$ cat config.mk
export PLATFORM = sky130hd
export DESIGN_NAME = dmem_router_flat
export DESIGN_NICKNAME = d
export VERILOG_FILES = /design/src/dmem_pkg.sv /design/src/dmem_bus_if.sv /design/src/dmem_router.sv /design/src/flat_wrapper.sv
export VERILOG_INCLUDE_DIRS = /design/src /design/src/include
export SDC_FILE = /design/constraint.sdc
export NUM_CORES = 1
export LEC_CHECK = 0
export ABC_AREA = 0
export BUFFER_PORTS_ARGS = -buffer_cell sky130_fd_sc_hd__buf_2
export CAP_MARGIN = 15
export CORE_AREA = 8 8 205 207
export CTS_CLUSTER_DIAMETER = 150
export DETAILED_ROUTE_END_ITERATION = 10
export DIE_AREA = 0 0 213 215
export GPL_TIMING_DRIVEN = 0
export SLEW_MARGIN = 30
export SYNTH_ARGS = -nofsm -noshare
export SYNTH_HDL_FRONTEND = slang
export SYNTH_SLANG_ARGS = --single-unit
$ cat constraint.sdc
create_clock -name clk -period 1.4 [get_ports clk]
set_clock_uncertainty 0.2 [all_clocks]
set_input_delay 0.28 -clock clk [delete_from_list [all_inputs] [get_ports clk]]
set_output_delay 0.28 -clock clk [all_outputs]
set_load 0.05 [all_outputs]
$ cat src/include/dmem_defs.svh
`ifndef DMEM_DEFS_SVH
`define DMEM_DEFS_SVH

// Data word and address width
`define DMEM_XLEN 32

// One strobe bit per byte lane
`define DMEM_STRB_W 4

// Data BRAM size
`define DMEM_DEPTH_WORDS 1024
`define DMEM_AW 10

// Debug UART receive buffer depth in bytes
`define DBG_FIFO_DEPTH 16

// Debug command bytes
`define DBG_CMD_WRITE 8'h57
`define DBG_CMD_READ 8'h52

// Sent back once a debug write has landed
`define DBG_ACK 8'h06

`endif

$ cat src/dmem_pkg.sv
`default_nettype none

`include "dmem_defs.svh"

package dmem_pkg;

  // Bit 31 picks I/O space and the rest indexes words in data memory
  typedef struct packed {
    logic                  io_sel;
    logic [`DMEM_XLEN-4:0] word_idx;
    logic [1:0]            byte_off;
  } dmem_addr_t;

  typedef union packed {
    logic [`DMEM_XLEN-1:0] raw;
    dmem_addr_t            f;
  } dmem_addr_u;

  typedef enum logic [2:0] {
    DBG_IDLE,
    DBG_ADDR,
    DBG_DATA,
    DBG_ACCESS,
    DBG_REPLY
  } dbg_state_e;

endpackage

`default_nettype wire

$ cat src/dmem_bus_if.sv
`timescale 1ns/1ns
`default_nettype none

`include "dmem_defs.svh"

// One memory port with separate read and write request channels
interface dmem_bus_if;

  logic                    ren;
  logic [`DMEM_XLEN-1:0]   raddr;
  logic                    wen;
  logic [`DMEM_XLEN-1:0]   waddr;
  logic [`DMEM_XLEN-1:0]   wdata;
  logic [`DMEM_STRB_W-1:0] wstrb;
  logic [`DMEM_XLEN-1:0]   rdata;

  modport requester (
    output ren, raddr, wen, waddr, wdata, wstrb,
    input  rdata
  );

  modport memory (
    input  ren, raddr, wen, waddr, wdata, wstrb,
    output rdata
  );

endinterface

`default_nettype wire

$ cat src/dmem_router.sv
`timescale 1ns/1ns
`default_nettype none

`include "dmem_defs.svh"

module dmem_router
  import dmem_pkg::*;
(
  input  logic                    clk,
  input  logic                    rst_n,
  input  logic                    core_stall,
  input  logic                    core_ren,
  input  logic [`DMEM_XLEN-1:0]   core_raddr,
  input  logic                    core_wen,
  input  logic [`DMEM_XLEN-1:0]   core_waddr,
  input  logic [`DMEM_XLEN-1:0]   core_wdata,
  input  logic [`DMEM_STRB_W-1:0] core_wstrb,
  output logic [`DMEM_XLEN-1:0]   core_rdata,
  output logic                    io_ren,
  output logic [`DMEM_XLEN-1:0]   io_raddr,
  output logic                    io_wen,
  output logic [`DMEM_XLEN-1:0]   io_waddr,
  output logic [`DMEM_XLEN-1:0]   io_wdata,
  output logic [`DMEM_STRB_W-1:0] io_wstrb,
  input  logic [`DMEM_XLEN-1:0]   io_rdata,
  dmem_bus_if.memory              dbg,
  dmem_bus_if.requester           ram
);

  dmem_addr_u core_ra;
  dmem_addr_u core_wa;
  logic       core_rd;
  logic       core_wr;
  logic       io_sel_q;

  assign core_ra = core_raddr;
  assign core_wa = core_waddr;

  // The core is shut out while the debug bridge owns memory
  assign core_rd = core_ren && !core_stall;
  assign core_wr = core_wen && !core_stall;

  assign io_ren   = core_rd && core_ra.f.io_sel;
  assign io_raddr = core_ra.raw;
  assign io_wen   = core_wr && core_wa.f.io_sel;
  assign io_waddr = core_wa.raw;
  assign io_wdata = core_wdata;
  assign io_wstrb = core_wstrb;

  assign ram.ren   = core_stall ? dbg.ren : (core_rd && !core_ra.f.io_sel);
  assign ram.raddr = core_stall ? dbg.raddr : core_ra.raw;
  assign ram.wen   = core_stall ? dbg.wen : (core_wr && !core_wa.f.io_sel);
  assign ram.waddr = core_stall ? dbg.waddr : core_wa.raw;
  assign ram.wdata = core_stall ? dbg.wdata : core_wdata;
  assign ram.wstrb = core_stall ? dbg.wstrb : core_wstrb;

  // Target of the last accepted core read steers the data return mux
  always_ff @(posedge clk) begin
    if (!rst_n) begin
      io_sel_q <= 1'b0;
    end else if (core_rd) begin
      io_sel_q <= core_ra.f.io_sel;
    end
  end

  assign core_rdata = io_sel_q ? io_rdata : ram.rdata;
  assign dbg.rdata  = ram.rdata;

endmodule

`default_nettype wire

$ cat src/flat_wrapper.sv
// flat-port wrapper written by rule: the top's interface ports become plain ports
module dmem_router_flat import dmem_pkg::*;
  (clk, rst_n, core_stall, core_ren, core_raddr, core_wen, core_waddr, core_wdata, core_wstrb, core_rdata, io_ren, io_raddr, io_wen, io_waddr, io_wdata, io_wstrb, io_rdata, dbg_ren, dbg_raddr, dbg_wen, dbg_waddr, dbg_wdata, dbg_wstrb, dbg_rdata, ram_ren, ram_raddr, ram_wen, ram_waddr, ram_wdata, ram_wstrb, ram_rdata);
  dmem_bus_if dbg_i ();
  dmem_bus_if ram_i ();
  input  logic clk;
  input  logic rst_n;
  input  logic core_stall;
  input  logic core_ren;
  input  logic [`DMEM_XLEN-1:0] core_raddr;
  input  logic core_wen;
  input  logic [`DMEM_XLEN-1:0] core_waddr;
  input  logic [`DMEM_XLEN-1:0] core_wdata;
  input  logic [`DMEM_STRB_W-1:0] core_wstrb;
  output logic [`DMEM_XLEN-1:0] core_rdata;
  output logic io_ren;
  output logic [`DMEM_XLEN-1:0] io_raddr;
  output logic io_wen;
  output logic [`DMEM_XLEN-1:0] io_waddr;
  output logic [`DMEM_XLEN-1:0] io_wdata;
  output logic [`DMEM_STRB_W-1:0] io_wstrb;
  input  logic [`DMEM_XLEN-1:0] io_rdata;
  input wire logic [$bits(dbg_i.ren)-1:0] dbg_ren;
  input wire logic [$bits(dbg_i.raddr)-1:0] dbg_raddr;
  input wire logic [$bits(dbg_i.wen)-1:0] dbg_wen;
  input wire logic [$bits(dbg_i.waddr)-1:0] dbg_waddr;
  input wire logic [$bits(dbg_i.wdata)-1:0] dbg_wdata;
  input wire logic [$bits(dbg_i.wstrb)-1:0] dbg_wstrb;
  output wire logic [$bits(dbg_i.rdata)-1:0] dbg_rdata;
  output wire logic [$bits(ram_i.ren)-1:0] ram_ren;
  output wire logic [$bits(ram_i.raddr)-1:0] ram_raddr;
  output wire logic [$bits(ram_i.wen)-1:0] ram_wen;
  output wire logic [$bits(ram_i.waddr)-1:0] ram_waddr;
  output wire logic [$bits(ram_i.wdata)-1:0] ram_wdata;
  output wire logic [$bits(ram_i.wstrb)-1:0] ram_wstrb;
  input wire logic [$bits(ram_i.rdata)-1:0] ram_rdata;
  assign dbg_i.ren = dbg_ren;
  assign dbg_i.raddr = dbg_raddr;
  assign dbg_i.wen = dbg_wen;
  assign dbg_i.waddr = dbg_waddr;
  assign dbg_i.wdata = dbg_wdata;
  assign dbg_i.wstrb = dbg_wstrb;
  assign dbg_rdata = dbg_i.rdata;
  assign ram_ren = ram_i.ren;
  assign ram_raddr = ram_i.raddr;
  assign ram_wen = ram_i.wen;
  assign ram_waddr = ram_i.waddr;
  assign ram_wdata = ram_i.wdata;
  assign ram_wstrb = ram_i.wstrb;
  assign ram_i.rdata = ram_rdata;
  dmem_router u_core (.clk(clk), .rst_n(rst_n), .core_stall(core_stall), .core_ren(core_ren), .core_raddr(core_raddr), .core_wen(core_wen), .core_waddr(core_waddr), .core_wdata(core_wdata), .core_wstrb(core_wstrb), .core_rdata(core_rdata), .io_ren(io_ren), .io_raddr(io_raddr), .io_wen(io_wen), .io_waddr(io_waddr), .io_wdata(io_wdata), .io_wstrb(io_wstrb), .io_rdata(io_rdata), .dbg(dbg_i), .ram(ram_i));
endmodule
Word level (Yosys, flattened, before mapping). Cells that the tools add are included.

Bits of input ports: 271. Output and inout bits: 268. Word-level logic and storage cells: 17. Bits in registers: 1.

Mux-type cells: 7. Reduce and logical (&&, ||, !) cells: 9.

Operators by type and width (count): $mux W32 (4); $logic_and A1 B1 Y1 (6); $mux W4 (1); $logic_not A1 Y1 (3); $mux W1 (2).

Depth between registers and ports, before layout.
Word-level depth: 4. Depth in mapped cells: 5. Mapped depth without buffers: 2.

Worst setup path after synthesis. Ideal clock, no wire load.

Kind: input to output. Start point: input core_stall. End point: output ram_waddr[31]. Required time: 0.920 ns. Arrival: 1.764 ns. Path buffers: 3. Stages: 4. Path slack: -0.844 ns. Cell sequence: buf_6 buf_6 buf_6 o21ai_0.

Longest elaborated chain between the ends: 1.

RTL lines: start: declaration (line flat_wrapper.sv:8) `input logic core_stall;`; $mux W32 (line dmem_router.sv:53) `assign ram.waddr = core_stall ? dbg.waddr : core_wa.raw;`; end: declaration (line flat_wrapper.sv:33) `output wire logic [$bits(ram_i.waddr)-1:0] ram_waddr;`.

No other way between the ends.

Worst setup path after layout.
Start point: input core_stall. End point: output ram_waddr[30].

Same word-level chain as after synthesis.

==> metrics.md <==
| Metric | Value |
|---|---|
| Mapped Nets | `565` |
| Required time worst endpoint | `approximately 0.9 ns` |
| CTS clk-pin slew, worst paths | `0 ns` |
| Hold endpoint | `u_core.io_sel_q` |
| CTS hold repair buffers | `0` |
| Io pins | `539` |
| Hold-critical path depth | `3` |
| Synth warn | `0` |
| Largest area contributor in the netlist | `mux2_2` |
| Slowest stage delay, CP | `around 0.30 ns` |
| Vias per Instance | `3.154` |
| Failing checks | `setup timing` |
| PwrDens | `575.7 nW/um2` |
| Count leader, synth | `buf_4` |
| CP max-delay cell | `mux2_4` |
| # nets final | `1121` |
| Status | `finished with violations` |
| Dpl ws | `-0.4506 ns` |
| Post-DP HPWL | `22540 um` |
| Most frequent CP cell | `buf_16` |
| TritonRoute pass-1 iters | `4` |
| Worst-Skew Late Latency | `0 ns` |
| Final setup violation count | `136` |
| Worst r2r src | `u_core.io_sel_q` |
| VDD IR max | `roughly 0.24 mV` |
| Fin util | `around a fifth` |
| Fin crit period | `1.668 ns` |
| Final GP Congestion | `a little under 0.9` |
| Synth top area cells | `mux2_2 (38%), buf_4 (35%), mux2_4 (19%), buf_6 (2.4%), buf_2 (1.8%)` |
| Achievable frequency | `599.6 MHz` |
| Async SR Flop Fraction | `0%` |
| Core area | `39000 um2` |
| Largest regs | `u_core.io_sel_q (1)` |
| Post-Route WL | `25840 um` |
| Most frequent cells after synthesis | `buf_4 (132), mux2_2 (96), mux2_4 (35)` |
| Mapped Area | `2809 um2` |
| Max cap viols | `0` |
| Share of the synthesized area in the top cell type | `approximately two fifths` |
| Die ar. | `roughly 46000 um2` |
| Post-synthesis sequential area ratio | `0.7127%` |
| Crit Path Max Fanout | `10` |
| DP Area | `6374 um2` |
| Crit-path cells | `buf_16, buf_16, buf_12, mux2_4, buf_6` |
| Largest net degree at the start of global routing | `11` |
| HP Start | `rst_n` |
| First-pass GRT wire length | `33990 um` |
| Worst setup EP type | `output pin` |
| Flop and latch count out of synthesis | `1` |
| Cells after Synth | `294` |
| DR vias | `between 4000 and 5000` |
| P&R area growth vs syn | `183.1%` |
| Die W | `213 um` |
| Max FFs per register | `1` |
| RR Endpoint | `u_core.io_sel_q` |
| Pins Over Slew Limit | `0` |
| Post-route setup slack | `-0.2677 ns` |
| Drt drc | `0` |
| Share of cells above drive strength 1 | `between 90% and 100%` |
| Setup slack, reg-to-reg | `approximately 0.34 ns` |
| Post-route cell area | `7953 um2` |
| Crit share post-route | `119.1%` |
| Vias in the first global route | `4983` |
| CP Launch Type | `primary input` |
| Final Hold Fails | `0` |
| Worst Path Class, Setup | `primary input to output pin` |
| Reg with most FFs | `u_core.io_sel_q` |
| Worst EP arrival | `roughly 1.2 ns` |
| Yosys cell types | `15` |
| FP Rows | `73` |
| Initial DRC Count | `62` |
| GRT Resource Usage Total | `9.959%` |
| Fillers | `~4300` |
| Relative slew margins | `80.37%` |
| Synth Area per Inst | `9.554 um2` |
| Post-synth EDFFs | `0` |
| Setup_tns | `-25.28 ns` |
| Reg2Reg Depth | `4` |
| LEAKAGE | `4.361 nW` |
| Initial Util | `around 7%` |
| Dominant synthesized flop cell | `dfxtp_1` |
| IO Port Bufs | `537` |
| Number of antenna-violating nets in the routed design | `0` |
| Gr ovfl total | `0` |
| Worst-Margin Slew | `0.2965 ns` |
| Die span in y | `215 um` |
| Antenna violations before repair | `9` |
| Routed len/inst | `18.80 um` |
| RSZ-0062 raised after global routing | `yes` |
| Min-delay worst type | `primary input to flop` |
==> power breakdown <==
group / switching (mW) / internal (mW) / total, mW
Clock: 0 / 0.000000192 / 0.000000192
Sequential: 0.00549 / 0.0299 / 0.0353
Combinational: 2.70 / 1.85 / 4.54
==> worst max-delay path, delay by kind of cell <==
family                 cells  cell delay [ns]
buffers and inverters      4             0.58
muxes                      1             0.30
==> layer usage <==
layer | share of wire (%) | vias to the layer above | GRT usage (%)
met4 | 2.4 | 4 | 2.163
met3 | 9.8 | 38 | 2.270
met2 | 54 | 348 | 20.10
li1 | - | 1990 | -
met5 | 0.10 | - | 0
met1 | 34 | 1957 | 10.03
==> metrics by stage <==
| step | instances | hold WS (ns) | power, mW |
|---|---|---|---|
| after CTS | 1381 | 0.3510 | 4.490 |
| after detailed placement | 1356 | 0.3518 | 3.837 |
| after floorplan | 294 | 0.2146 | 2.751 |
| after global placement | 1356 | 0.3386 | 3.823 |
| final | 1375 | 0.3486 | 4.579 |
| after global routing | 1375 | 0.3710 | 4.733 |
==> repair_timing <==
action,CTS,global route
cloned,9,0
resized for setup,296,112
setup buffers,16,6
pin swaps,1,0
setup endpoints to repair,137,137
==> worst max-delay path by stage <==
stage                     startpoint       endpoint
after floorplan           core_stall   ram_raddr[0]
after global placement    core_stall         io_ren
after detailed placement  core_stall   ram_wdata[3]
after CTS                 core_stall  ram_raddr[10]
after global routing      core_stall  ram_waddr[30]
final                     core_stall  ram_waddr[30]
==> placed cells by master (no fill, tap or decap) <==
cell type | synthesis | final
mux2_4 | 35 | 105
dfxtp_4 | 0 | 1
nand2b_4 | 0 | 1
buf_6 | 6 | 62
nand2_2 | 0 | 1
nor2_4 | 0 | 1
mux2i_1 | 1 | 1
buf_8 | 0 | 51
buf_2 | 10 | 411
buf_12 | 0 | 26
a22o_4 | 0 | 1
and2_4 | 0 | 1
diode_2 | 0 | 2
o21ai_4 | 0 | 2
nor2b_4 | 0 | 1
nand2_1 | 4 | 3
mux2_2 | 96 | 26
inv_1 | 1 | 1
buf_16 | 0 | 4
buf_4 | 132 | 144
nor2_2 | 0 | 1
clkbuf_4 | 0 | 4
==> kinds of logic after synthesis <==
kind of cell,synth area share (%)
buf+inv,39.60
mux,57.55
simple gates,1.470
compound gates,0.6682
flops,0.7127
==> area by class of cell <==
class	count	area [um2]	share of cell area, %
Antenna cell	2	5.005	0.06293
Inverter	1	3.754	0.04720
Timing Repair Buffer	559	4061	51.07
Tap cell	525	656.9	8.260
Sequential cell	1	23.77	0.2989
Buffer	143	1201	15.10
Multi-Input combinational cell	144	2001	25.16
Power figures use the tool's default switching activity.
