$ cat config.mk
export PLATFORM = sky130hd
export DESIGN_NAME = dbg_rx_fifo
export DESIGN_NICKNAME = d
export VERILOG_FILES = /design/src/dbg_rx_fifo.sv
export VERILOG_INCLUDE_DIRS = /design/src /design/src/include
export SDC_FILE = /design/constraint.sdc
export NUM_CORES = 1
export LEC_CHECK = 0
export BUFFER_PORTS_ARGS = -buffer_cell sky130_fd_sc_hd__buf_4
export CAP_MARGIN = 20
export CORE_MARGIN = 1.5
export CORE_UTILIZATION = 66
export DETAILED_ROUTE_END_ITERATION = 7
export GPL_TIMING_DRIVEN = 0
export PLACE_DENSITY_LB_ADDON = 0.15
export SLEW_MARGIN = 20
export SYNTH_ARGS = -nofsm -noshare
export SYNTH_HDL_FRONTEND = slang
export SYNTH_SLANG_ARGS = --single-unit
$ cat constraint.sdc
create_clock -name clk -period 4.2 [get_ports clk]
set_input_delay 0.21 -clock clk [delete_from_list [all_inputs] [get_ports clk]]
set_output_delay 0.21 -clock clk [all_outputs]
set_load 0.005 [all_outputs]
$ cat src/include/dmem_defs.svh
`ifndef DMEM_DEFS_SVH
`define DMEM_DEFS_SVH

// Data word and address width
`define DMEM_XLEN 32

// One strobe bit per byte lane
`define DMEM_STRB_W 4

// Data BRAM size
`define DMEM_DEPTH_WORDS 1024
`define DMEM_AW 10

// Debug UART receive buffer depth in bytes
`define DBG_FIFO_DEPTH 16

// Debug command bytes
`define DBG_CMD_WRITE 8'h57
`define DBG_CMD_READ 8'h52

// Sent back once a debug write has landed
`define DBG_ACK 8'h06

`endif

$ cat src/dbg_rx_fifo.sv
`timescale 1ns/1ns
`default_nettype none

`include "dmem_defs.svh"

module dbg_rx_fifo (
  input  logic       clk,
  input  logic       rst_n,
  input  logic       wr_valid,
  input  logic [7:0] wr_data,
  output logic       wr_ready,
  output logic       rd_valid,
  output logic [7:0] rd_data,
  input  logic       rd_ready
);

  localparam int PTR_W = $clog2(`DBG_FIFO_DEPTH);

  logic [7:0]     buf_mem [`DBG_FIFO_DEPTH];
  logic [PTR_W-1:0] wr_ptr;
  logic [PTR_W-1:0] rd_ptr;
  logic [PTR_W:0]   count;
  logic             do_wr;
  logic             do_rd;

  assign wr_ready = (count != `DBG_FIFO_DEPTH);
  assign rd_valid = (count != 0);
  assign rd_data  = buf_mem[rd_ptr];

  assign do_wr = wr_valid && wr_ready;
  assign do_rd = rd_valid && rd_ready;

  always_ff @(posedge clk) begin
    if (do_wr) begin
      buf_mem[wr_ptr] <= wr_data;
    end
  end

  // Depth is a power of two so the pointers wrap on their own
  always_ff @(posedge clk) begin
    if (!rst_n) begin
      wr_ptr <= '0;
      rd_ptr <= '0;
      count  <= '0;
    end else begin
      if (do_wr) begin
        wr_ptr <= wr_ptr + 1'b1;
      end
      if (do_rd) begin
        rd_ptr <= rd_ptr + 1'b1;
      end
      case ({do_wr, do_rd})
        2'b10:   count <= count + 1'b1;
        2'b01:   count <= count - 1'b1;
        default: count <= count;
      endcase
    end
  end

endmodule

`default_nettype wire

### Word level (Yosys, flattened, before mapping)

Memory sizes are Yosys's and may differ from the RTL's. A register that Yosys moved wholly into a read port is not among the register bits.
Index checks and enable logic that the tools add are counted.

| storage, ports and cells | value |
|---|---|
| flip-flop bits (word level) | 13 |
| RAM bits | 128 |
| bits of input ports | 12 |
| output and inout port bits | 10 |
| logic and storage cells | 20 |
| memories | 1 |

Memory list:

| name | words | bits a word | read ports | clocked after memory_dff | wr ports | line | RTL |
|---|---|---|---|---|---|---|---|
| buf_mem | 16 | 8 | 1 | 1 | 1 | dbg_rx_fifo.sv:19 | `` logic [7:0] buf_mem [`DBG_FIFO_DEPTH]; `` |

| cells by class | value |
|---|---|
| $add $sub $neg | 4 |
| equal/unequal tests | 3 |
| muxes and demuxes | 5 |
| reduce and logical (&&, ||, !) cells | 4 |

Operators by type and width:

| kind | number |
|---|---|
| 5-bit case mux with 2 select lines | 1 |
| 4-bit by 1-bit adder with 4-bit output (second input constant) | 2 |
| 4-bit two-way mux | 2 |
| 5-bit by 1-bit adder with 5-bit output (second input constant) | 1 |
| 5-bit inequality test (second input constant) | 1 |
| 5-bit nonzero test | 1 |
| 5-bit by 1-bit subtractor with 5-bit output (second input constant) | 1 |
| 2-bit by 1-bit == test with 1-bit output (second input constant) | 1 |
| 2-bit == test (second input constant) | 1 |
| 1-bit logical AND | 2 |
| 1-bit two-way mux | 2 |
| 2-bit nonzero test | 1 |

### Longest topological paths before layout

Gate-level depths: netlist (run 1).

| depth | value |
|---|---|
| word-level depth | 4 |
| gate-level depth with buffers | 12 |
| depth with buffers taken out | 10 |

### Least setup slack after synthesis (run 1)

Ideal clock, no wire load.

| path | value |
|---|---|
| path kind | reg-to-reg |
| start | register count[1] |
| end | register count[4] |
| library setup time | 0.064 ns |
| data arrival time | 2.536 ns |
| data required time | 4.136 ns |
| slack | 1.600 ns |
| stages on the path, launching flop included | 13 |
| path buffers | 2 |
| clock period less this slack | 2.600 ns |
| cell sequence | dfxtp_1 buf_6 or4_4 o21ai_4 inv_1 ha_1 clkbuf_1 xor2_1 ha_1 nand2_1 o21ai_0 or3_1 nand4_1 |

| between the ends | value |
|---|---|
| cells in the longest elaborated chain, start to end | 4 |
| elaborated cells between the ends (all ways) | 10 |
| classes of those cells | 2 x add/sub; 3 x eq/ne; 1 x mux; 4 x reduce/logical |

Ends and longest elaborated chain:

| element | line | RTL |
|---|---|---|
| start, declared | dbg_rx_fifo.sv:22 | `logic [PTR_W:0] count;` |
| start signal, assigned | dbg_rx_fifo.sv:53 | `2'b10: count <= count + 1'b1;` |
| start signal, assigned | dbg_rx_fifo.sv:54 | `2'b01: count <= count - 1'b1;` |
| start signal, assigned | dbg_rx_fifo.sv:55 | `default: count <= count;` |
| 5-bit nonzero test * | dbg_rx_fifo.sv:27 | `assign rd_valid = (count != 0);` |
| 1-bit logical AND * | dbg_rx_fifo.sv:31 | `assign do_rd = rd_valid && rd_ready;` |
| net do_rd | dbg_rx_fifo.sv:24 | `logic do_rd;` |
| 2-bit by 1-bit == test with 1-bit output / 2-bit == test (equally long branches) | dbg_rx_fifo.sv:52 | `case ({do_wr, do_rd})` |
| 5-bit case mux with 2 select lines / 2-bit nonzero test (equally long branches) | -- |  |

The timed path passes the listed nets; every way through them passes the cells marked *.
A chain may end at the register's enable or synchronous reset.

### Worst setup path after layout (run 1)

| path | value |
|---|---|
| start | register count[1] |
| end | register count[4] |

| between the ends | value |
|---|---|
| cells in the longest elaborated chain, start to end | 4 |
| elaborated cells between the ends (all ways) | 10 |
| classes of those cells | 2 x add/sub; 3 x eq/ne; 1 x mux; 4 x reduce/logical |

Ends and longest elaborated chain:

| element |
|---|
| parallel branches: the longest is 4 deep, another holds 5-bit by 1-bit subtractor with 5-bit output |

Parallel ways; which one is timed is not known.

==> results of run 1 <==
placed cells by master, fill, tap and decap left out, types with 5 or more instances in the layout:
master and n:
a22oi_1 16, and2_1 8, buf_4 20, clkbuf_1 11
clkbuf_16 16, dfxtp_1 17, edfxtp_1 128, ha_1 8
inv_1 5, mux4_2 32, nand2_1 17, nor2_1 15
nor2b_1 9, xnor2_1 5
worst max-delay path: stages (launching register included):
cell      delay (ns)
dfxtp_1         0.31
buf_6           0.13
nor4_1          0.53
a21boi_1        0.34
inv_1           0.13
ha_1            0.19
clkbuf_1        0.34
xor2_1          0.12
ha_1            0.24
o31ai_1         0.39
o21a_1          0.19
nand4_1         0.09
final timing paths:
kind / endpoint / cells after the start / slack (ns)
worst max-delay path: count[4] / 11 / 1.08
worst max register to register: count[4] / 11 / 1.08
worst min-delay path: buf_mem[6][6] / 1 / 0.02
worst min register to register: wr_ptr[3] / 2 / 0.57
flip-flops by register name, summed over array words and instances, names as in the netlist, named ones only:
register and cells:
buf_mem 128, rd_ptr 4, wr_ptr 4, count 5
per-layer routing:
layer	up-vias	global-route usage [%]
met4	0	10.88
met5	-	0
met3	10	5.827
li1	1395	-
met2	133	40.49
met1	1589	37.12
power by group:
part           leakage [µW]  internal [µW]  switching (µW)
registers           0.00129           1640            39.4
logic              0.000731            378             427
clock network      0.000285            960             556
through the flow:
step           setup slack, ns  cells
2_1_floorplan            1.600    330
3_3_place_gp             1.212    458
3_5_place_dp             1.165    458
4_1_cts                  1.132    489
5_1_grt                 0.8553    489
6_report                 1.077    489
cell families after synthesis:
family | count (synthesis) | synth area share [%]
flops | 145 | 70.92
compound gates | 35 | 4.942
mux | 36 | 12.90
xor+xnor | 6 | 0.8908
buf+inv | 25 | 1.824
fa+ha+maj | 8 | 1.697
simple gates | 75 | 6.829
cell type report:
class	count	area, µm²	area share [%]
Inverter	5	18.77	0.2756
Tap cell	108	135.1	1.985
Sequential cell	145	4184	61.45
Timing Repair Buffer	20	150.1	2.205
Clock inverter	14	190.2	2.793
Buffer	20	88.84	1.305
Multi-Input combinational cell	160	1628	23.91
Clock buffer	17	414.1	6.082
==> impl_metrics.json, run 1 <==
{
  "antenna_found_initial": 0,
  "routed-wl-met2_um": 5775,
  "ys_seq_area_share_pct": 70.92,
  "gp_congestion": 0.7853,
  "status": "completed",
  "post-cts-setup-buffer-count": 0,
  "cts_sinks": 145,
  "end_kind": "register",
  "drtAntennaViolNets": 0,
  "ys_top_cells_by_area": "edfxtp_1, mux4_2, dfxtp_1",
  "fin_crit_sh_pct": 74.35,
  "fin_setup_tns_ns": 0,
  "crit_arrival_ns": 3.50,
  "port_buffers": 20,
  "synth_enable_flop_cells": 128,
  "min_from": "wr_data[6]",
  "cts_tree": "done",
  "setup_viol": 0,
  "cts_resized": 0,
  "fillers": 474,
  "vdd.ir_drop.worst_mv": 0.3506,
  "wl_met1_um": 4765,
  "yosysUniqueCellTypes": 45,
  "final_area_um2": 6809,
  "timing.critical_path.from": "count[1]",
  "drv_cap": 0,
  "async_reset_ff_share_pct": 0,
  "hold_class": "input pin to register",
  "worst_slew_pin_slew_ns": 0.9073,
  "area_delta_synth_final_pct": 15.42,
  "synth_commonest_cells": "edfxtp_1, mux4_2, dfxtp_1, nand2_1, a22oi_1",
  "io_pins": 22,
  "wl_per_cell_um": 23.70,
  "synth_seq_cells": 145,
  "start_util_pct": 67.98,
  "clk_path_buf_depth": 2,
  "clock_tree.htree_level_count": 4,
  "vias": 3127,
  "dr.max_layer_used": "met4",
  "path_class": "register to register",
  "critPathRequiredTime_ns": 4.58,
  "viasPerCell": 6.395,
  "row_count": 34,
  "relSlewSlack_pct": 39.29,
  "clk_pin_slew_worst_paths_ns": 0.06,
  "power_density_nw_per_um2": 587.7,
  "rsz0062_at_grt": "no",
  "dieArea_um2": 9515,
  "wl_met3_um": 866,
  "leakage_uw": 0.002310,
  "synthCells": 330,
  "finalCoreUtilization_pct": 78.46,
  "drt_iter0_drc": 357,
  "grt_pass1_vias": 3136,
  "start_kind": "register",
  "yosys.area.top_type": "edfxtp_1",
  "fin_nets": 389,
  "ys_warn_count": 0,
  "drcViolationCount": 0,
  "placed_cell_area_um2": 6205,
  "grt_util_all_layers_pct": 26.28,
  "clock_latency_ns": 0.50,
  "path_max_fanout": 10,
  "final.setup_skew_ns": 0.01322,
  "routed_wirelength_um": 11590,
  "report.final.slew_viol_count": 0,
  "synthFlopType": "edfxtp_1",
  "synth_top_cell_area_share_pct": 65.15,
  "syn_nets": 350,
  "synth_area_per_cell_um2": 17.88,
  "r2r_start": "count[1]",
  "hold_viol_final": 0,
  "grt_pass1_wl_um": 17800,
  "grt_max_degree": 17,
  "drive_gt1_share_pct": 25.46,
  "ctsHoldBuffers": 0,
  "die_x_um": 97.55,
  "n_antenna_cell": 0,
  "synth_area_um2": 5899,
  "synth_most_common_cell": "edfxtp_1",
  "root_buffer": "clkbuf_8",
  "core_um2": 8678,
  "overflow": 0,
  "fmax_mhz": 320.2,
  "worst_hold_slack_ns": 0.02450,
  "hpwlAfterDp_um": 7285,
  "fp.dieH_um": 97.55,
  "dr.pass1.iters": 4,
  "cts_made_buffers": 17,
  "power.total_uw": 4002,
  "post-route-min-period_ns": 3.123
}
No activity file was read; power rests on OpenSTA's default activity.
==> run 2: changes to the inputs <==
--- a/config.mk
+++ b/config.mk
@@ -9,7 +9,7 @@
 export BUFFER_PORTS_ARGS = -buffer_cell sky130_fd_sc_hd__buf_4
 export CAP_MARGIN = 20
 export CORE_MARGIN = 1.5
-export CORE_UTILIZATION = 66
+export CORE_UTILIZATION = 61
 export DETAILED_ROUTE_END_ITERATION = 7
 export GPL_TIMING_DRIVEN = 0
 export PLACE_DENSITY_LB_ADDON = 0.15
==> constraint.sdc (replaced) <==
create_clock -name clk -period 3 [get_ports clk]
set_input_delay 0.15 -clock clk [delete_from_list [all_inputs] [get_ports clk]]
set_output_delay 0.15 -clock clk [all_outputs]
set_load 0.005 [all_outputs]
==> impl_metrics.json, run 2 (synthesized netlist as in run 1, its figures left out) <==
{
  "fp.dieH_um": 101.3,
  "hold_class": "input pin to register",
  "area_delta_synth_final_pct": 17.82,
  "p_int_uw": 4281,
  "final.setup_skew_ns": 0.009680,
  "drive_gt1_share_pct": 25.38,
  "row_count": 35,
  "setup_viol": 0,
  "n_antenna_cell": 0,
  "gr-usage-met3_pct": 5.659,
  "r2r_start": "count[1]",
  "wl_per_cell_um": 22.38,
  "fin_nets": 397,
  "dr.pass1.iters": 5,
  "layout_common_cells": "edfxtp_1, mux4_2, buf_4, nand2_1, dfxtp_1",
  "drt_iter0_drc": 339,
  "report.final.slew_viol_count": 0,
  "clkPwrFrac_pct": 39.4,
  "placed_cells": 479,
  "grt_pass1_wl_um": 17990,
  "regMostFlops": "buf_mem",
  "start_kind": "register",
  "cts_tree": "done",
  "leakage_uw": 0.002356,
  "relSlewSlack_pct": 35.52,
  "fin_crit_sh_pct": 95.06,
  "power_density_nw_per_um2": 829.9,
  "reg_top3": "buf_mem: 128 flops, count: 5 flops",
  "clk_pin_slew_worst_paths_ns": 0.07,
  "drtAntennaViolNets": 0,
  "die_x_um": 101.3,
  "worst_slew_pin_slew_ns": 0.9637,
  "path_max_fanout": 10,
  "viasPerCell": 6.143,
  "clock_latency_ns": 0.53,
  "clock_tree.htree_level_count": 4,
  "layout_setup_ws_ns": 0.1481,
  "placed_cell_area_um2": 6231,
  "post-route-min-period_ns": 2.852,
  "drcViolationCount": 0,
  "cts_made_buffers": 17,
  "vdd.ir_drop.worst_mv": 0.4986,
  "path_class": "register to primary output",
  "use_met2_pct": 39.03,
  "cts_sinks": 145,
  "dp_slack_ns": 0.03493,
  "end_kind": "primary output",
  "status": "completed",
  "layout_commonest_cell": "edfxtp_1",
  "fin_setup_tns_ns": 0,
  "finalCoreUtilization_pct": 74.51,
  "largest_reg_flops": 128,
  "final_cells": 519,
  "fmax_mhz": 350.6,
  "start_util_pct": 63.25,
  "hpwlAfterDp_um": 7182,
  "post-cts-setup-buffer-count": 0,
  "grt_max_degree": 17,
  "vias": 3188,
  "overflow": 0,
  "core_um2": 9328,
  "p_sw_share_pct": 25.79,
  "comb_power_share_pct": 19.8,
  "critPathRequiredTime_ns": 2.85,
  "dieArea_um2": 10270,
  "routed_wirelength_um": 11620,
  "crit_arrival_ns": 2.70,
  "clk_path_buf_depth": 2,
  "rsz0062_at_grt": "no",
  "drv_cap": 0,
  "final_area_um2": 6950,
  "min_from": "rst_n",
  "hold_viol_final": 0,
  "antenna_found_initial": 0,
  "grt.busiest_layer": "met2",
  "root_buffer": "clkbuf_8",
  "met1_usage_pct": 36.03,
  "io_pins": 22,
  "switching_power_uw": 1487,
  "grt_util_all_layers_pct": 25.40,
  "grt_pass1_vias": 3165,
  "p_seq_share_pct": 40.8,
  "gp_congestion": 0.7631,
  "port_buffers": 20
}
run 2: critical path, stage by stage (launching register included):
cell and delay [ns]:
dfxtp_1 0.31, clkbuf_1 0.30, buf_2 0.41, mux4_2 0.57, a22oi_1 0.30, nand2_1 0.12, buf_4 0.16
run 2: power groups by stage:
stage / Combinational [µW] / Clock (µW) / Sequential [µW]
6_report: 1140 / 2270 / 2360
4_1_cts: 1140 / 2280 / 2350
5_1_grt: 1240 / 2350 / 2370
3_5_place_dp: 1120 / 0 / 2390
2_1_floorplan: 785 / 0 / 2380
3_3_place_gp: 1090 / 0 / 2390
run 2: what timing repair did:
action | 4_1_cts | 5_1_grt
endpoints found under the hold margin | 128 | 0
gates resized for setup | 0 | 4
setup endpoints to repair | 0 | 2
hold buffers | 8 | 0
run 2: final timing paths:
path | to | cells past startpoint | slack [ns]
hold / removal | wr_ptr[3] | 3 | 0.05
hold reg to reg | wr_ptr[3] | 2 | 0.57
setup / recovery | rd_data[5] | 6 | 0.15
setup reg to reg | count[4] | 11 | 0.18
run 2: area by class of cell:
cell class	instances	area, µm²
plain buffers	20	90.09
flip-flops and latches	145	4184
well taps	129	161.4
fillers	542	2377
multi-input cells	160	1634
clock buffers	20	425.4
repair buffers	28	230.2
inverters	5	18.77
clock inverters	12	206.4
run 2: per-layer routing:
| layer | up-vias | routed length (µm) |
|---|---|---|
| met2 | 141 | 5702 |
| li1 | 1415 | - |
| met4 | 0 | 217 |
| met5 | - | 0 |
| met1 | 1615 | 4903 |
| met3 | 17 | 792 |
run 2: metrics by stage:
| stage | hold slack (ns) | power, µW |
|---|---|---|
| after global placement | 0.4590 | 3482 |
| after floorplan | 0.2489 | 3163 |
| final | 0.05015 | 5768 |
| after global routing | 0.08075 | 5959 |
| after CTS | 0.03645 | 5770 |
| after detailed placement | 0.4787 | 3510 |
