### config.mk
export PLATFORM = sky130hd
export DESIGN_NAME = dbg_bridge_flat
export DESIGN_NICKNAME = d
export VERILOG_FILES = /design/src/dmem_pkg.sv /design/src/dmem_bus_if.sv /design/src/dbg_bridge.sv /design/src/flat_wrapper.sv
export VERILOG_INCLUDE_DIRS = /design/src /design/src/include
export SDC_FILE = /design/constraint.sdc
export NUM_CORES = 1
export LEC_CHECK = 0
export BUFFER_PORTS_ARGS = -buffer_cell sky130_fd_sc_hd__buf_2
export CAP_MARGIN = 20
export CORE_MARGIN = 3
export CORE_UTILIZATION = 54
export CTS_BUF_LIST = sky130_fd_sc_hd__clkbuf_16
export DETAILED_ROUTE_END_ITERATION = 10
export PLACE_DENSITY = 0.85
export SLEW_MARGIN = 40
export SYNTH_ARGS = -nofsm -noshare
export SYNTH_HDL_FRONTEND = slang
export SYNTH_SLANG_ARGS = --single-unit
### constraint.sdc
create_clock -name clk -period 5.84 [get_ports clk]
set_input_delay 0.292 -clock clk [delete_from_list [all_inputs] [get_ports clk]]
set_output_delay 0.292 -clock clk [all_outputs]
set_load 0.01 [all_outputs]
### src/include/dmem_defs.svh
`ifndef DMEM_DEFS_SVH
`define DMEM_DEFS_SVH

// Data word and address width
`define DMEM_XLEN 32

// One strobe bit per byte lane
`define DMEM_STRB_W 4

// Data BRAM size
`define DMEM_DEPTH_WORDS 1024
`define DMEM_AW 10

// Debug UART receive buffer depth in bytes
`define DBG_FIFO_DEPTH 16

// Debug command bytes
`define DBG_CMD_WRITE 8'h57
`define DBG_CMD_READ 8'h52

// Sent back once a debug write has landed
`define DBG_ACK 8'h06

`endif

### src/dmem_pkg.sv
`default_nettype none

`include "dmem_defs.svh"

package dmem_pkg;

  // Bit 31 picks I/O space and the rest indexes words in data memory
  typedef struct packed {
    logic                  io_sel;
    logic [`DMEM_XLEN-4:0] word_idx;
    logic [1:0]            byte_off;
  } dmem_addr_t;

  typedef union packed {
    logic [`DMEM_XLEN-1:0] raw;
    dmem_addr_t            f;
  } dmem_addr_u;

  typedef enum logic [2:0] {
    DBG_IDLE,
    DBG_ADDR,
    DBG_DATA,
    DBG_ACCESS,
    DBG_REPLY
  } dbg_state_e;

endpackage

`default_nettype wire

### src/dmem_bus_if.sv
`timescale 1ns/1ns
`default_nettype none

`include "dmem_defs.svh"

// One memory port with separate read and write request channels
interface dmem_bus_if;

  logic                    ren;
  logic [`DMEM_XLEN-1:0]   raddr;
  logic                    wen;
  logic [`DMEM_XLEN-1:0]   waddr;
  logic [`DMEM_XLEN-1:0]   wdata;
  logic [`DMEM_STRB_W-1:0] wstrb;
  logic [`DMEM_XLEN-1:0]   rdata;

  modport requester (
    output ren, raddr, wen, waddr, wdata, wstrb,
    input  rdata
  );

  modport memory (
    input  ren, raddr, wen, waddr, wdata, wstrb,
    output rdata
  );

endinterface

`default_nettype wire

### src/dbg_bridge.sv
`timescale 1ns/1ns
`default_nettype none

`include "dmem_defs.svh"

module dbg_bridge
  import dmem_pkg::*;
(
  input  logic       clk,
  input  logic       rst_n,
  input  logic       rx_valid,
  input  logic [7:0] rx_data,
  output logic       rx_ready,
  output logic       tx_valid,
  output logic [7:0] tx_data,
  input  logic       tx_ready,
  output logic       core_stall,
  dmem_bus_if.requester mem
);

  dbg_state_e state;

  logic                  is_write;
  logic [1:0]            byte_cnt;
  logic [2:0]            tx_cnt;
  logic                  rd_load;
  logic [15:0]           idx;
  logic [`DMEM_XLEN-1:0] wdata;
  logic [`DMEM_XLEN-1:0] tx_shift;
  logic [`DMEM_XLEN-1:0] byte_addr;
  logic                  rx_pop;
  logic                  tx_fire;

  // Only take bytes while a command is still being assembled
  assign rx_ready = (state == DBG_IDLE) || (state == DBG_ADDR) || (state == DBG_DATA);
  assign rx_pop   = rx_valid && rx_ready;

  assign tx_valid = (state == DBG_REPLY) && !rd_load;
  assign tx_data  = tx_shift[`DMEM_XLEN-1 -: 8];
  assign tx_fire  = tx_valid && tx_ready;

  // Word index scaled to a byte address below the I/O window
  assign byte_addr = {{(`DMEM_XLEN - 18){1'b0}}, idx, 2'b00};

  assign mem.ren   = (state == DBG_ACCESS) && !is_write;
  assign mem.raddr = byte_addr;
  assign mem.wen   = (state == DBG_ACCESS) && is_write;
  assign mem.waddr = byte_addr;
  assign mem.wdata = wdata;
  assign mem.wstrb = {`DMEM_STRB_W{1'b1}};

  always_ff @(posedge clk) begin
    if (!rst_n) begin
      state      <= DBG_IDLE;
      is_write   <= 1'b0;
      byte_cnt   <= '0;
      tx_cnt     <= '0;
      rd_load    <= 1'b0;
      core_stall <= 1'b0;
    end else begin
      case (state)
        DBG_IDLE: begin
          // Unknown command bytes are dropped here
          if (rx_pop && (rx_data == `DBG_CMD_WRITE || rx_data == `DBG_CMD_READ)) begin
            is_write   <= (rx_data == `DBG_CMD_WRITE);
            byte_cnt   <= '0;
            core_stall <= 1'b1;
            state      <= DBG_ADDR;
          end
        end
        DBG_ADDR: begin
          if (rx_pop) begin
            byte_cnt <= byte_cnt + 1'b1;
            if (byte_cnt == 2'd1) begin
              byte_cnt <= '0;
              state    <= is_write ? DBG_DATA : DBG_ACCESS;
            end
          end
        end
        DBG_DATA: begin
          if (rx_pop) begin
            byte_cnt <= byte_cnt + 1'b1;
            if (byte_cnt == 2'd3) begin
              state <= DBG_ACCESS;
            end
          end
        end
        DBG_ACCESS: begin
          state   <= DBG_REPLY;
          tx_cnt  <= is_write ? 3'd1 : 3'd4;
          rd_load <= !is_write;
        end
        DBG_REPLY: begin
          if (rd_load) begin
            rd_load <= 1'b0;
          end else if (tx_fire) begin
            tx_cnt <= tx_cnt - 1'b1;
            if (tx_cnt == 3'd1) begin
              core_stall <= 1'b0;
              state      <= DBG_IDLE;
            end
          end
        end
        default: state <= DBG_IDLE;
      endcase
    end
  end

  // Command payload and reply shifter both run most significant byte first
  always_ff @(posedge clk) begin
    if (rx_pop && state == DBG_ADDR) begin
      idx <= {idx[7:0], rx_data};
    end
    if (rx_pop && state == DBG_DATA) begin
      wdata <= {wdata[`DMEM_XLEN-9:0], rx_data};
    end
    if (state == DBG_ACCESS && is_write) begin
      tx_shift <= {`DBG_ACK, {(`DMEM_XLEN - 8){1'b0}}};
    end else if (state == DBG_REPLY && rd_load) begin
      tx_shift <= mem.rdata;
    end else if (tx_fire) begin
      tx_shift <= {tx_shift[`DMEM_XLEN-9:0], 8'h00};
    end
  end

endmodule

`default_nettype wire

### src/flat_wrapper.sv
// flat-port wrapper written by rule: the top's interface ports become plain ports
module dbg_bridge_flat import dmem_pkg::*;
  (clk, rst_n, rx_valid, rx_data, rx_ready, tx_valid, tx_data, tx_ready, core_stall, mem_ren, mem_raddr, mem_wen, mem_waddr, mem_wdata, mem_wstrb, mem_rdata);
  dmem_bus_if mem_i ();
  input  logic clk;
  input  logic rst_n;
  input  logic rx_valid;
  input  logic [7:0] rx_data;
  output logic rx_ready;
  output logic tx_valid;
  output logic [7:0] tx_data;
  input  logic tx_ready;
  output logic core_stall;
  output wire logic [$bits(mem_i.ren)-1:0] mem_ren;
  output wire logic [$bits(mem_i.raddr)-1:0] mem_raddr;
  output wire logic [$bits(mem_i.wen)-1:0] mem_wen;
  output wire logic [$bits(mem_i.waddr)-1:0] mem_waddr;
  output wire logic [$bits(mem_i.wdata)-1:0] mem_wdata;
  output wire logic [$bits(mem_i.wstrb)-1:0] mem_wstrb;
  input wire logic [$bits(mem_i.rdata)-1:0] mem_rdata;
  assign mem_ren = mem_i.ren;
  assign mem_raddr = mem_i.raddr;
  assign mem_wen = mem_i.wen;
  assign mem_waddr = mem_i.waddr;
  assign mem_wdata = mem_i.wdata;
  assign mem_wstrb = mem_i.wstrb;
  assign mem_i.rdata = mem_rdata;
  dbg_bridge u_core (.clk(clk), .rst_n(rst_n), .rx_valid(rx_valid), .rx_data(rx_data), .rx_ready(rx_ready), .tx_valid(tx_valid), .tx_data(tx_data), .tx_ready(tx_ready), .core_stall(core_stall), .mem(mem_i));
endmodule
# Word level (Yosys, flattened, before mapping)
# Cells that the tools add are included.
# word_totals
output_inout_bits	113
wordCells	79
ff_bits	91
# classes
reduce_logical	24
n_mux	27
eq_ne	17
add_sub_neg	2
# ops
op	count
32-bit two-way mux	2
3-bit two-way mux	11
8-bit by 7-bit equality test with 1-bit output, second input constant	2
3-bit one-hot mux with 5 select lines	1
2-bit != test, second input constant	5
1-bit logical AND	9
2-bit two-way mux	4
8-bit AND reduction	1
3-bit by 1-bit equality test with 1-bit output, second input constant	2
3-bit by 2-bit equality test with 1-bit output, second input constant	2
2-bit by 1-bit != test with 1-bit output, second input constant	3
2-bit one-hot mux with 3 select lines	1
3-bit one-hot mux with 2 select lines	1
2-bit nonzero test	3
1-bit two-way mux	5
5-bit AND reduction	1
1-bit one-hot mux with 2 select lines	2
4-bit AND reduction	1
3-bit equality test, second input constant	1
3-bit logical NOT	1
1-bit logical OR	3
3-bit AND reduction	1
3-bit nonzero test	1
3-bit by 1-bit subtractor with 3-bit output, second input constant	1
other kinds (5)	6

# Depth between registers and ports, before layout
# Gate-level depths: netlist of run 1.
# logic_depth
depth_word	7
depth_mapped	7
depth_no_buf	6

# Least setup slack after synthesis of run 1
# Ideal clock, no wire load.
# synth_timing
path_kind	register to register
from	reg u_core.state[2]
to	reg u_core.wdata[0] (netlist: u_core.mem.wdata[0]) (enable)
period_less_slack_ps	2450
path_buffers	1
arrival_ps	2027
slack_ps	3390
t_required_ps	5418
setup_ps	422
stages_incl_launch_ff	4
cell_sequence	dfxtp_1 -> buf_6 -> nand2b_1 -> nor2_1
# synth_between
elab_chain_len	5
elab_cells_between_ends	7
cone_classes	2 x eq/ne; 5 x reduce/logical
# synth_rtl
element	line	text
start: declaration	dbg_bridge.sv:21	dbg_state_e state;
start signal: assignment	dbg_bridge.sv:76	state <= is_write ? DBG_DATA : DBG_ACCESS;
3-bit by 1-bit equality test with 1-bit output / 3-bit logical NOT (equally long branches)	dbg_bridge.sv:35	assign rx_ready = (state == DBG_IDLE) || (state == DBG_ADDR) || (state == DBG_DATA);
1-bit logical OR (2 in a row)	dbg_bridge.sv:35	
1-bit logical AND	dbg_bridge.sv:36	assign rx_pop = rx_valid && rx_ready;
1-bit logical AND *	dbg_bridge.sv:114	if (rx_pop && state == DBG_DATA) begin
end signal: assignment	dbg_bridge.sv:115	wdata <= {wdata[`DMEM_XLEN-9:0], rx_data};
end: declaration	dbg_bridge.sv:28	logic [`DMEM_XLEN-1:0] wdata;
# Mark *: on every way between the ends. The rest lies on a longest branch, timed or not.
# A chain may end at the register's enable or synchronous reset.

# Worst setup path in the final report of run 1
# layout_timing
from	reg u_core.state[0]
to	out mem_wen
# layout_between
elab_chain_len	2
# layout_rtl
element	line	text
3-bit by 2-bit equality test with 1-bit output	dbg_bridge.sv:47	assign mem.wen = (state == DBG_ACCESS) && is_write;
1-bit logical AND	dbg_bridge.sv:47	
end: declaration	flat_wrapper.sv:16	output wire logic [$bits(mem_i.wen)-1:0] mem_wen;
# Every way passes these cells.

==> results of run 1 <==
-- stage by stage --
stage / cells / hold WS (ns) / setup WS (ns) / instance area (um2) / total power [uW]
2_1_floorplan: 456 / 0.391 / 3.39 / 4480 / 732
3_3_place_gp: 593 / 0.426 / 3.63 / 4600 / 732
3_5_place_dp: 593 / 0.429 / 3.80 / 4600 / 733
4_1_cts: 609 / 0.146 / 3.50 / 4910 / 1330
5_1_grt: 609 / 0.138 / 3.31 / 4910 / 1370
6_report: 609 / 0.157 / 3.50 / 4910 / 1320
-- path summary, 6_finish.rpt --
check	startpoint	end	slack (ns)	depth (start not counted)
worst min-delay path	rx_data[5]	u_core.idx[5]$_DFFE_PP_	0.16	1
worst max register to register	u_core.state[2]$_SDFFE_PN0P_	u_core.tx_shift[6]$_SDFFE_PP0P_	3.75	5
worst min register to register	u_core.mem.wdata[9]$_DFFE_PP_	u_core.mem.wdata[17]$_DFFE_PP_	0.44	0
worst max-delay path	u_core.state[0]$_SDFFE_PN0P_	mem_wen	3.50	5
-- metal layers --
layer / vias up / wire length [um] / part of all wire / GRT usage
met5: - / 0 / 0 / 0
met4: 0 / 248 / 0.028 / 0.0841
met3: 16 / 555 / 0.063 / 0.0493
met2: 124 / 4310 / 0.49 / 0.307
met1: 1501 / 3710 / 0.42 / 0.246
li1: 1555 / - / - / -
-- synthesized netlist by cell type (2+ instances only) --
| cell | instances |
|---|---|
| a31oi_1 | 21 |
| nand2b_1 | 9 |
| conb_1 | 2 |
| buf_2 | 9 |
| a21oi_1 | 7 |
| and2_1 | 2 |
| edfxtp_1 | 48 |
| a211oi_1 | 2 |
| inv_1 | 26 |
| dfxtp_1 | 43 |
| buf_6 | 7 |
| nand2_1 | 13 |
| o21a_1 | 2 |
| a22oi_1 | 10 |
| nor2_1 | 63 |
| nand3b_1 | 23 |
| nor4_1 | 2 |
| o221ai_1 | 21 |
| clkbuf_1 | 8 |
| ha_1 | 5 |
| buf_4 | 63 |
| nor2b_1 | 4 |
| nor3_1 | 2 |
| or2_2 | 2 |
| o21ai_0 | 8 |
-- state kept, by name, summed over array words and instances, names as in the netlist --
register,flops
u_core.byte_cnt,2
u_core.core_stall,1
u_core.idx,16
u_core.is_write,1
u_core.mem.wdata,32
u_core.rd_load,1
u_core.state,3
u_core.tx_cnt,3
u_core.tx_shift,32
-- logic make-up (layout without fill, tap and decap cells) --
logic type / count (synthesis) / count (layout) / share of synthesized area
fa+ha+maj: 5 / 5 / 0.0144
xor+xnor: 1 / 1 / 0.00201
mux: 1 / 1 / 0.00230
simple gates: 128 / 128 / 0.149
buf+inv: 114 / 165 / 0.170
compound gates: 80 / 80 / 0.132
flops: 91 / 91 / 0.529
other cells: 2 / 36 / 0.00173
-- final cells by class --
class | instances | area (um2)
Fill cell | 623 | 2850
Timing Repair Buffer | 123 | 623
Tap cell | 102 | 128
Inverter | 26 | 97.6
Clock buffer | 9 | 225
Clock inverter | 7 | 86.3
Multi-Input combinational cell | 251 | 1450
Sequential cell | 91 | 2310
-- power groups by stage --
| stage | clock network, uW | registers [uW] | logic [uW] |
|---|---|---|---|
| after global routing | 640 | 668 | 57.4 |
| after detailed placement | 0 | 684 | 49.6 |
| after global placement | 0 | 683 | 48.7 |
| after CTS | 610 | 669 | 49.8 |
| after floorplan | 0 | 684 | 48.6 |
| final | 597 | 669 | 50.7 |
==> run metrics, run 1 <==
Max Cap Viol=0; CP max stage delay=roughly 0.57 ns; Final Core Density=0.633; slew margin rel.=0.456; Buf/Inv on CP=2; CP Capture Type=primary output; commonest non-fill, non-tap cells in the layout=120 x buf_2, 62 x nor2_1, 48 x edfxtp_1; synth unique cells=between 40 and 50; largest net degree at the start of global routing=74; Post-synth EDFFs=48; HP Class=input pin to flip-flop; post-cts sizing count=0; CORE AREA=roughly 8000 um2; highest clock rate=around 430 MHz; clock buffer depth=2; Post-DRT Antenna Nets=0; Vias=between 3000 and 4000; full die area=slightly above 9000 um2; CTS Buf Count=9; net switching power=~290 uW; Critical-path top delay cell=dfxtp_1; Nets=~550; fin crit period=about 2.3 ns; boundary pin count=between 150 and 200; first-pass GRT wire length=roughly 14000 um; Syn Area/Cell=10.3 um2; DR iter-0 viols=roughly 170; Max VDD drop=roughly 160 uV; share of the synthesized area in the top cell type=0.331; initial antenna violation count=0; worst endpoint required time=5.55 ns; most common cell after layout, fill and taps aside=buf_2; crit share post-route=0.401; Clk pwr share=0.454; Hold Buf Count CTS=0; crit-path cells=nand2_2, nor2_1, nand2_1, inv_2, buf_2; status=finished clean; part of the power in registers=0.508; leakage=around 0.002 uW; H-tree Lvls=3; Synth Cell Area=4350 um2; Top Family by Delay on Critical Path=buffers and inverters; ant diodes=0; Setup Fix Bufs, Post-CTS=0; 1st-pass router iterations=5; asr flop ratio synth=0; WP data arrival=just over 2 ns; TritonCTS clock tree=yes; GR Overflow Total=0; Cell Int Power=roughly 1000 uW; vias in the first global route=around 2800; crit path launch type=flip-flop; Comb power frac=0.038; Row Count=32; top cells by area, synth=edfxtp_1 33%, dfxtp_1 20%, buf_4 11%, nor2_1 5.4%, o221ai_1 4.2%; clock-pin slew on the worst setup and hold paths=~0.07 ns; WL final=approximately 8800 um; Skew-Pair Late Insertion Delay=0.33 ns; Initial Utilization=0.560; yosys warns=0; Chip Width=between 90 and 100 um; layout cell share with drive strength beyond 1=0.292; switching fraction of total power=0.218; Worst Tran Pin Value=0.816 ns; Synth Flop Type=edfxtp_1; area grow syn2layout=12.9%; gr usage total=0.192; Final Max Slew Viols=0; DR WL/cell=14.5 um; Final GP Congestion=0.931; Syn Inst Count=422; endpoints failing hold=0; post-synthesis register bit count=91; Pwr per Cell Area=about 270 nW/um2; Worst Path Max Fanout=33; Detail Placement HPWL=6250 um; Port Buffers=120; die height=95.8 um; # setup viols final=0; crit path kind=flip-flop to primary output; Post-route DRC=0; Layout Skew=approximately 0.008 ns; clk sinks=between 90 and 100; area leader, netlist=edfxtp_1; sequential area share after synthesis=0.529; vias per std cell=~5.2; clock root buffer=clkbuf_16; RSZ-0062 raised after global routing=no; Setup TNS=0 ns
Power figures use the tool's default switching activity.
==> run 2, diff against run 1 <==
- CORE_UTILIZATION: 54 -> 50
- PLACE_DENSITY: 0.85 -> 0.79
- clock period: 5.84 -> 2.2 ns (I/O delays scaled with it)
==> run 2 against run 1 <==
Net effect: critical path depth stayed put; routed wire length is 2.9% higher; sequential cell count stayed put; clock-buffer cell count stayed put; design area is 2.9% higher; die area is 7.5% higher; final cell count is 2.6% higher; first-iteration DRC count is 20% lower.
==> run metrics, run 2 (synthesis gave the netlist of run 1 again) <==
Detail Placement HPWL=6460 um (was 6250 um); CORE AREA=8340 um2 (was 7770 um2); full die area=9860 um2 (was 9170 um2); vias in the first global route=2989 (was 2801); Layout Skew=0.00699 ns (was 0.00816 ns); clk sinks=91 (unchanged); leakage=0.00206 uW (was 0.00200 uW); largest net degree at the start of global routing=47 (was 74); crit share post-route=0.912; WL final=9090 um (was 8830 um); highest clock rate=between 400 and 500 MHz; DR WL/cell=14.5 um (about the same); gr usage total=0.186 (was 0.192); hold path startpoint=mem_rdata[3] (was rx_data[5]); fin crit period=2.01 ns; Hold EP=u_core.tx_shift[3]$_SDFFE_PP0P_ (was u_core.idx[5]$_DFFE_PP_); worst endpoint required time=2.09 ns (was 5.55 ns); H-tree Lvls=3 (unchanged); Chip Width=99.3 um (was 95.8 um); status=finished clean (unchanged); Worst Slack Setup Final=0.194 ns (was 3.50 ns); clock root buffer=clkbuf_16 (unchanged); Port Buffers=120 (unchanged); Reg-to-Reg End=u_core.tx_shift[2]$_SDFFE_PP0P_ (was u_core.tx_shift[6]$_SDFFE_PP0P_); biggest regs=u_core.mem.wdata: 32 flops, u_core.tx_shift: 32 flops, u_core.idx: 16 flops (unchanged); Post-DRT Antenna Nets=0 (unchanged); crit path launch type=flip-flop (unchanged); Max VDD drop=383 uV (was 156 uV); GR Overflow Total=0 (unchanged); area grow syn2layout=16.2% (was 12.9%); RSZ-0062 raised after global routing=no (unchanged); endpoints failing hold=0 (unchanged); Reg2Reg Setup Slack=0.39 ns (was 3.75 ns); WP data arrival=1.90 ns (was 2.05 ns); commonest non-fill, non-tap cells in the layout=120 x buf_2, 62 x nor2_1, 48 x edfxtp_1 (unchanged); boundary pin count=157 (unchanged); Setup TNS=0 ns (unchanged); R2R depth=5 (unchanged); vias per std cell=5.12 (was 5.25); Final Max Slew Viols=0 (unchanged); Final GP Congestion=0.889 (was 0.931); Worst Path Max Fanout=19 (was 33); most common cell after layout, fill and taps aside=buf_2 (unchanged); first-pass GRT wire length=14700 um (was 13600 um); Nets=564 (was 551); Post-Place Cell Area=4680 um2 (was 4600 um2); clock-pin slew on the worst setup and hold paths=0.07 ns (about the same); pre-CTS setup slack=0.281 ns (was 3.80 ns); Skew-Pair Late Insertion Delay=0.34 ns (was 0.33 ns); DR iter-0 viols=132 (was 166); cell area after layout=5060 um2 (was 4910 um2); 1st-pass router iterations=5 (unchanged); crit path kind=flip-flop to primary output (unchanged); clock buffer depth=2 (unchanged); Vias=3199 (was 3196); Max Cap Viol=0 (unchanged); # setup viols final=0 (unchanged); CTS Buf Count=9 (unchanged); TritonCTS clock tree=yes (unchanged); ant diodes=0 (unchanged); HP Class=input pin to flip-flop (unchanged); Initial Utilization=0.522 (was 0.560); CP Capture Type=primary output (unchanged); initial antenna violation count=0 (unchanged); worst r2r src=u_core.state[2]$_SDFFE_PN0P_ (unchanged); Pwr per Cell Area=696 nW/um2 (was 268 nW/um2); number of fill cells=713 (was 623); Row Count=33 (was 32); die height=99.3 um (was 95.8 um); layout cell share with drive strength beyond 1=0.298 (was 0.292); Post-route DRC=0 (unchanged); Worst Hold Path Cells=3 (was 1)
run 2: cell count changes in the layout (fill, tap and decap cells not counted):
cell,before,now
buf_12,0,2
buf_4,3,8
clkinvlp_4,1,2
inv_2,1,0
dfxtp_2,0,1
dfxtp_4,1,0
dlygate4sd3_1,0,6
run 2: where the power goes:
group | total [uW] | internal [uW] | leakage (uW) | switching (uW)
Sequential | 1780 | 1770 | 0.000778 | 1.49
Clock | 1600 | 909 | 0.000151 | 690
Combinational | 145 | 59.5 | 0.00113 | 85.3
Total | 3520 | 2740 | 0.00206 | 777
run 2: timing repair:
action / 4_1_cts / 5_1_grt
buffers inserted: 0 / 0
endpoints found under the setup margin: 1 / 0
gates resized for setup: 1 / 0
endpoints found under the hold margin: 12 / 0
hold buffers: 6 / 0
run 2: worst max path at each step:
stage                                 start                         endpoint  slack (ns)
2_1_floorplan  u_core.state[2]$_SDFFE_PN0P_    u_core.mem.wdata[0]$_DFFE_PP_        0.28
3_3_place_gp   u_core.state[1]$_SDFFE_PN0P_  u_core.tx_shift[1]$_SDFFE_PP0P_        0.37
5_1_grt        u_core.state[0]$_SDFFE_PN0P_                          mem_wen        0.02
4_1_cts        u_core.state[1]$_SDFFE_PN0P_                          mem_wen        0.19
6_report       u_core.state[1]$_SDFFE_PN0P_                          mem_wen        0.19
3_5_place_dp   u_core.state[0]$_SDFFE_PN0P_  u_core.tx_shift[9]$_SDFFE_PP0P_        0.28
run 2: metrics by stage:
step | power [uW] | cells | utilization | hold WS [ns]
after floorplan | 1940 | 456 | - | 0.209
after global placement | 1950 | 603 | 0.561 | 0.313
after detailed placement | 1950 | 603 | 0.561 | 0.317
after CTS | 3540 | 625 | 0.606 | 0.00630
after global routing | 3640 | 625 | 0.606 | 0.00944
final | 3520 | 625 | 0.606 | 0.0145
run 2: layer usage:
layer / GRT usage / routed length (um)
met5: 0 / 0
met4: 0.0903 / 253
met3: 0.0491 / 531
met2: 0.298 / 4320
met1: 0.235 / 3990
run 2: cell type report:
cell class	count	area (um2)	area share
Clock buffer	9	225	0.0445
Clock inverter	7	86.3	0.0171
Timing Repair Buffer	136	761	0.150
Inverter	26	101	0.0200
Multi-Input combinational cell	251	1450	0.286
Sequential cell	91	2300	0.456
Tap cell	105	131	0.0260
run 2: critical path, stage by stage, from the launching register on:
cell and delay (ns):
dfxtp_1 0.59, nand2_2 0.15, nor2_1 0.16, nand2_1 0.15, clkinvlp_4 0.31, buf_2 0.20
==> run 3, diff against run 2 <==
- CELL_PAD_IN_SITES_DETAIL_PLACEMENT: not set -> 0
- CELL_PAD_IN_SITES_GLOBAL_PLACEMENT: not set -> 1
- CORE_UTILIZATION: 50 -> 37
- MAX_ROUTING_LAYER: not set -> met4
- PLACE_DENSITY: 0.79 -> 0.78
==> run 3 against run 2 <==
Net effect: clock skew shrank 0.0011 ns; final cell count rose by 5.9%; global-route usage decreased by 4.1 points; design area is 0.52% higher; routed wire length is 4.2% higher; die area up 33%; critical path depth is 1 higher; combinational power about the same; power down 2.9%; via count fell by 0.53%; largest cell class unchanged.
==> run metrics, run 3 (synthesis gave the netlist of run 1 again) <==
status=finished clean (unchanged); clock-pin slew on the worst setup and hold paths=0.07 ns (about the same); layout cell share with drive strength beyond 1=0.297 (was 0.298); WL final=9470 um (was 9090 um); crit path kind=flip-flop to primary output (unchanged); WP data arrival=1.88 ns (was 1.90 ns); crit path launch type=flip-flop (unchanged); Initial Utilization=0.390 (was 0.522); endpoints failing hold=0 (unchanged); crit share post-route=0.905 (was 0.912); vias in the first global route=2956 (was 2989); Post-route DRC=0 (unchanged); ant diodes=0 (unchanged); CORE AREA=11200 um2 (was 8340 um2); HP Class=input pin to flip-flop (unchanged); GR Overflow Total=0 (unchanged); Skew-Pair Late Insertion Delay=0.34 ns (about the same); Setup TNS=0 ns (unchanged); Layout Skew=0.00587 ns (was 0.00699 ns); full die area=13100 um2 (was 9860 um2); Max Cap Viol=0 (unchanged); vias per std cell=4.81 (was 5.12); slew margin rel.=0.623; Setup Fix Bufs, Post-CTS=0 (unchanged); most common cell after layout, fill and taps aside=buf_2 (unchanged); die height=114 um (was 99.3 um); biggest regs=u_core.mem.wdata: 32 flops, u_core.tx_shift: 32 flops, u_core.idx: 16 flops (unchanged); largest net degree at the start of global routing=45 (was 47); Detail Placement HPWL=6790 um (was 6460 um); Worst Path Max Fanout=24 (was 19); DR WL/cell=14.3 um (was 14.5 um); worst endpoint required time=2.09 ns (about the same); Port Buffers=120 (unchanged); placed cell count=638 (was 603); Critical-path top delay cell=dfxtp_1 (unchanged); Chip Width=114 um (was 99.3 um); Pwr per Cell Area=673 nW/um2 (was 696 nW/um2); commonest non-fill, non-tap cells in the layout=120 x buf_2, 62 x nor2_1, 48 x edfxtp_1 (unchanged); H-tree Lvls=3 (unchanged); Worst Tran Pin Value=0.564 ns; highest clock rate=502 MHz (was 498 MHz); Row Count=38 (was 33); CP Capture Type=primary output (unchanged); Nets=566 (was 564); gr usage total=0.146 (was 0.186); clk sinks=91 (unchanged); Max VDD drop=316 uV (was 383 uV); Post-DRT Antenna Nets=0 (unchanged); CTS Buf Count=9 (unchanged); Final GP Congestion=0.755 (was 0.889); area grow syn2layout=16.8% (was 16.2%); RSZ-0062 raised after global routing=no (unchanged); clock root buffer=clkbuf_16 (unchanged); Worst Slack Setup Final=0.209 ns (was 0.194 ns); DR iter-0 viols=224 (was 132); hold_ws=0.0128 ns (was 0.0145 ns); clock buffer depth=2 (unchanged); leakage=0.00206 uW (about the same); 1st-pass router iterations=5 (unchanged); TritonCTS clock tree=yes (unchanged); # setup viols final=0 (unchanged); Top Family by Delay on Critical Path=flip-flops (unchanged); Vias=3182 (was 3199); boundary pin count=157 (unchanged); crit-path cells=nand2_2, nor2_1, nand2_1, inv_1, buf_4, buf_2 (was nand2_2, nor2_1, nand2_1, clkinvlp_4, buf_2); fin crit period=1.99 ns (was 2.01 ns); pre-CTS setup slack=0.389 ns (was 0.281 ns); CP max stage delay=0.57 ns (was 0.59 ns); fin cells=662 (was 625); initial antenna violation count=0 (unchanged); Final Max Slew Viols=0 (unchanged); Buf/Inv on CP=3 (was 2); first-pass GRT wire length=14600 um (was 14700 um)
-- run 3: power by group --
group | leakage (uW) | switching, uW | internal [uW] | total, uW
clock network | 0.000142 | 699 | 796 | 1490
registers | 0.000779 | 1.47 | 1770 | 1780
logic | 0.00114 | 85.9 | 62.0 | 148
-- run 3: final timing paths --
path | slack [ns] | depth (start not counted) | from | end
setup reg to reg | 0.37 | 5 | u_core.state[2]$_SDFFE_PN0P_ | u_core.tx_shift[12]$_SDFFE_PP0P_
hold / removal | 0.01 | 3 | mem_rdata[1] | u_core.tx_shift[1]$_SDFFE_PP0P_
hold reg to reg | 0.44 | 0 | u_core.mem.wdata[14]$_DFFE_PP_ | u_core.mem.wdata[22]$_DFFE_PP_
setup / recovery | 0.21 | 6 | u_core.state[0]$_SDFFE_PN0P_ | mem_wen
-- run 3: metrics by stage --
step | area, um2 | util | power, uW
global route | 5080 | 0.455 | 3560
detailed placement | 4710 | 0.422 | 1950
global placement | 4710 | 0.422 | 1950
finish | 5080 | 0.455 | 3420
floorplan | 4480 | - | 1940
CTS | 5070 | 0.454 | 3470
-- run 3: cell type report --
| class | count | area [um2] |
|---|---|---|
| Multi-Input combinational cell | 251 | 1450 |
| Timing Repair Buffer | 138 | 768 |
| Tap cell | 140 | 175 |
| Fill cell | 1076 | 6090 |
| Inverter | 26 | 97.6 |
| Clock inverter | 7 | 63.8 |
| Clock buffer | 9 | 225 |
| Sequential cell | 91 | 2300 |
-- run 3: worst min-delay path: cells and delay by family --
kind                   cells  cell delay [ns]
and+or+nand+nor            1             0.07
AOI/OAI and AO/OA          1             0.05
buffers and inverters      1             0.08
-- run 3: timing repair --
item | in CTS | in global routing
hold buffers | 7 | 1
gates resized for setup | 0 | 1
endpoints found under the setup margin | 0 | 1
hold endpoints to repair | 14 | 2
-- run 3: per-layer routing --
layer | vias to the layer above | GRT usage | share of wire
met5 | - | - | 0
met4 | 0 | 0.0641 | 0.020
met3 | 14 | 0.0270 | 0.058
met2 | 105 | 0.224 | 0.48
met1 | 1488 | 0.187 | 0.44
li1 | 1575 | - | -
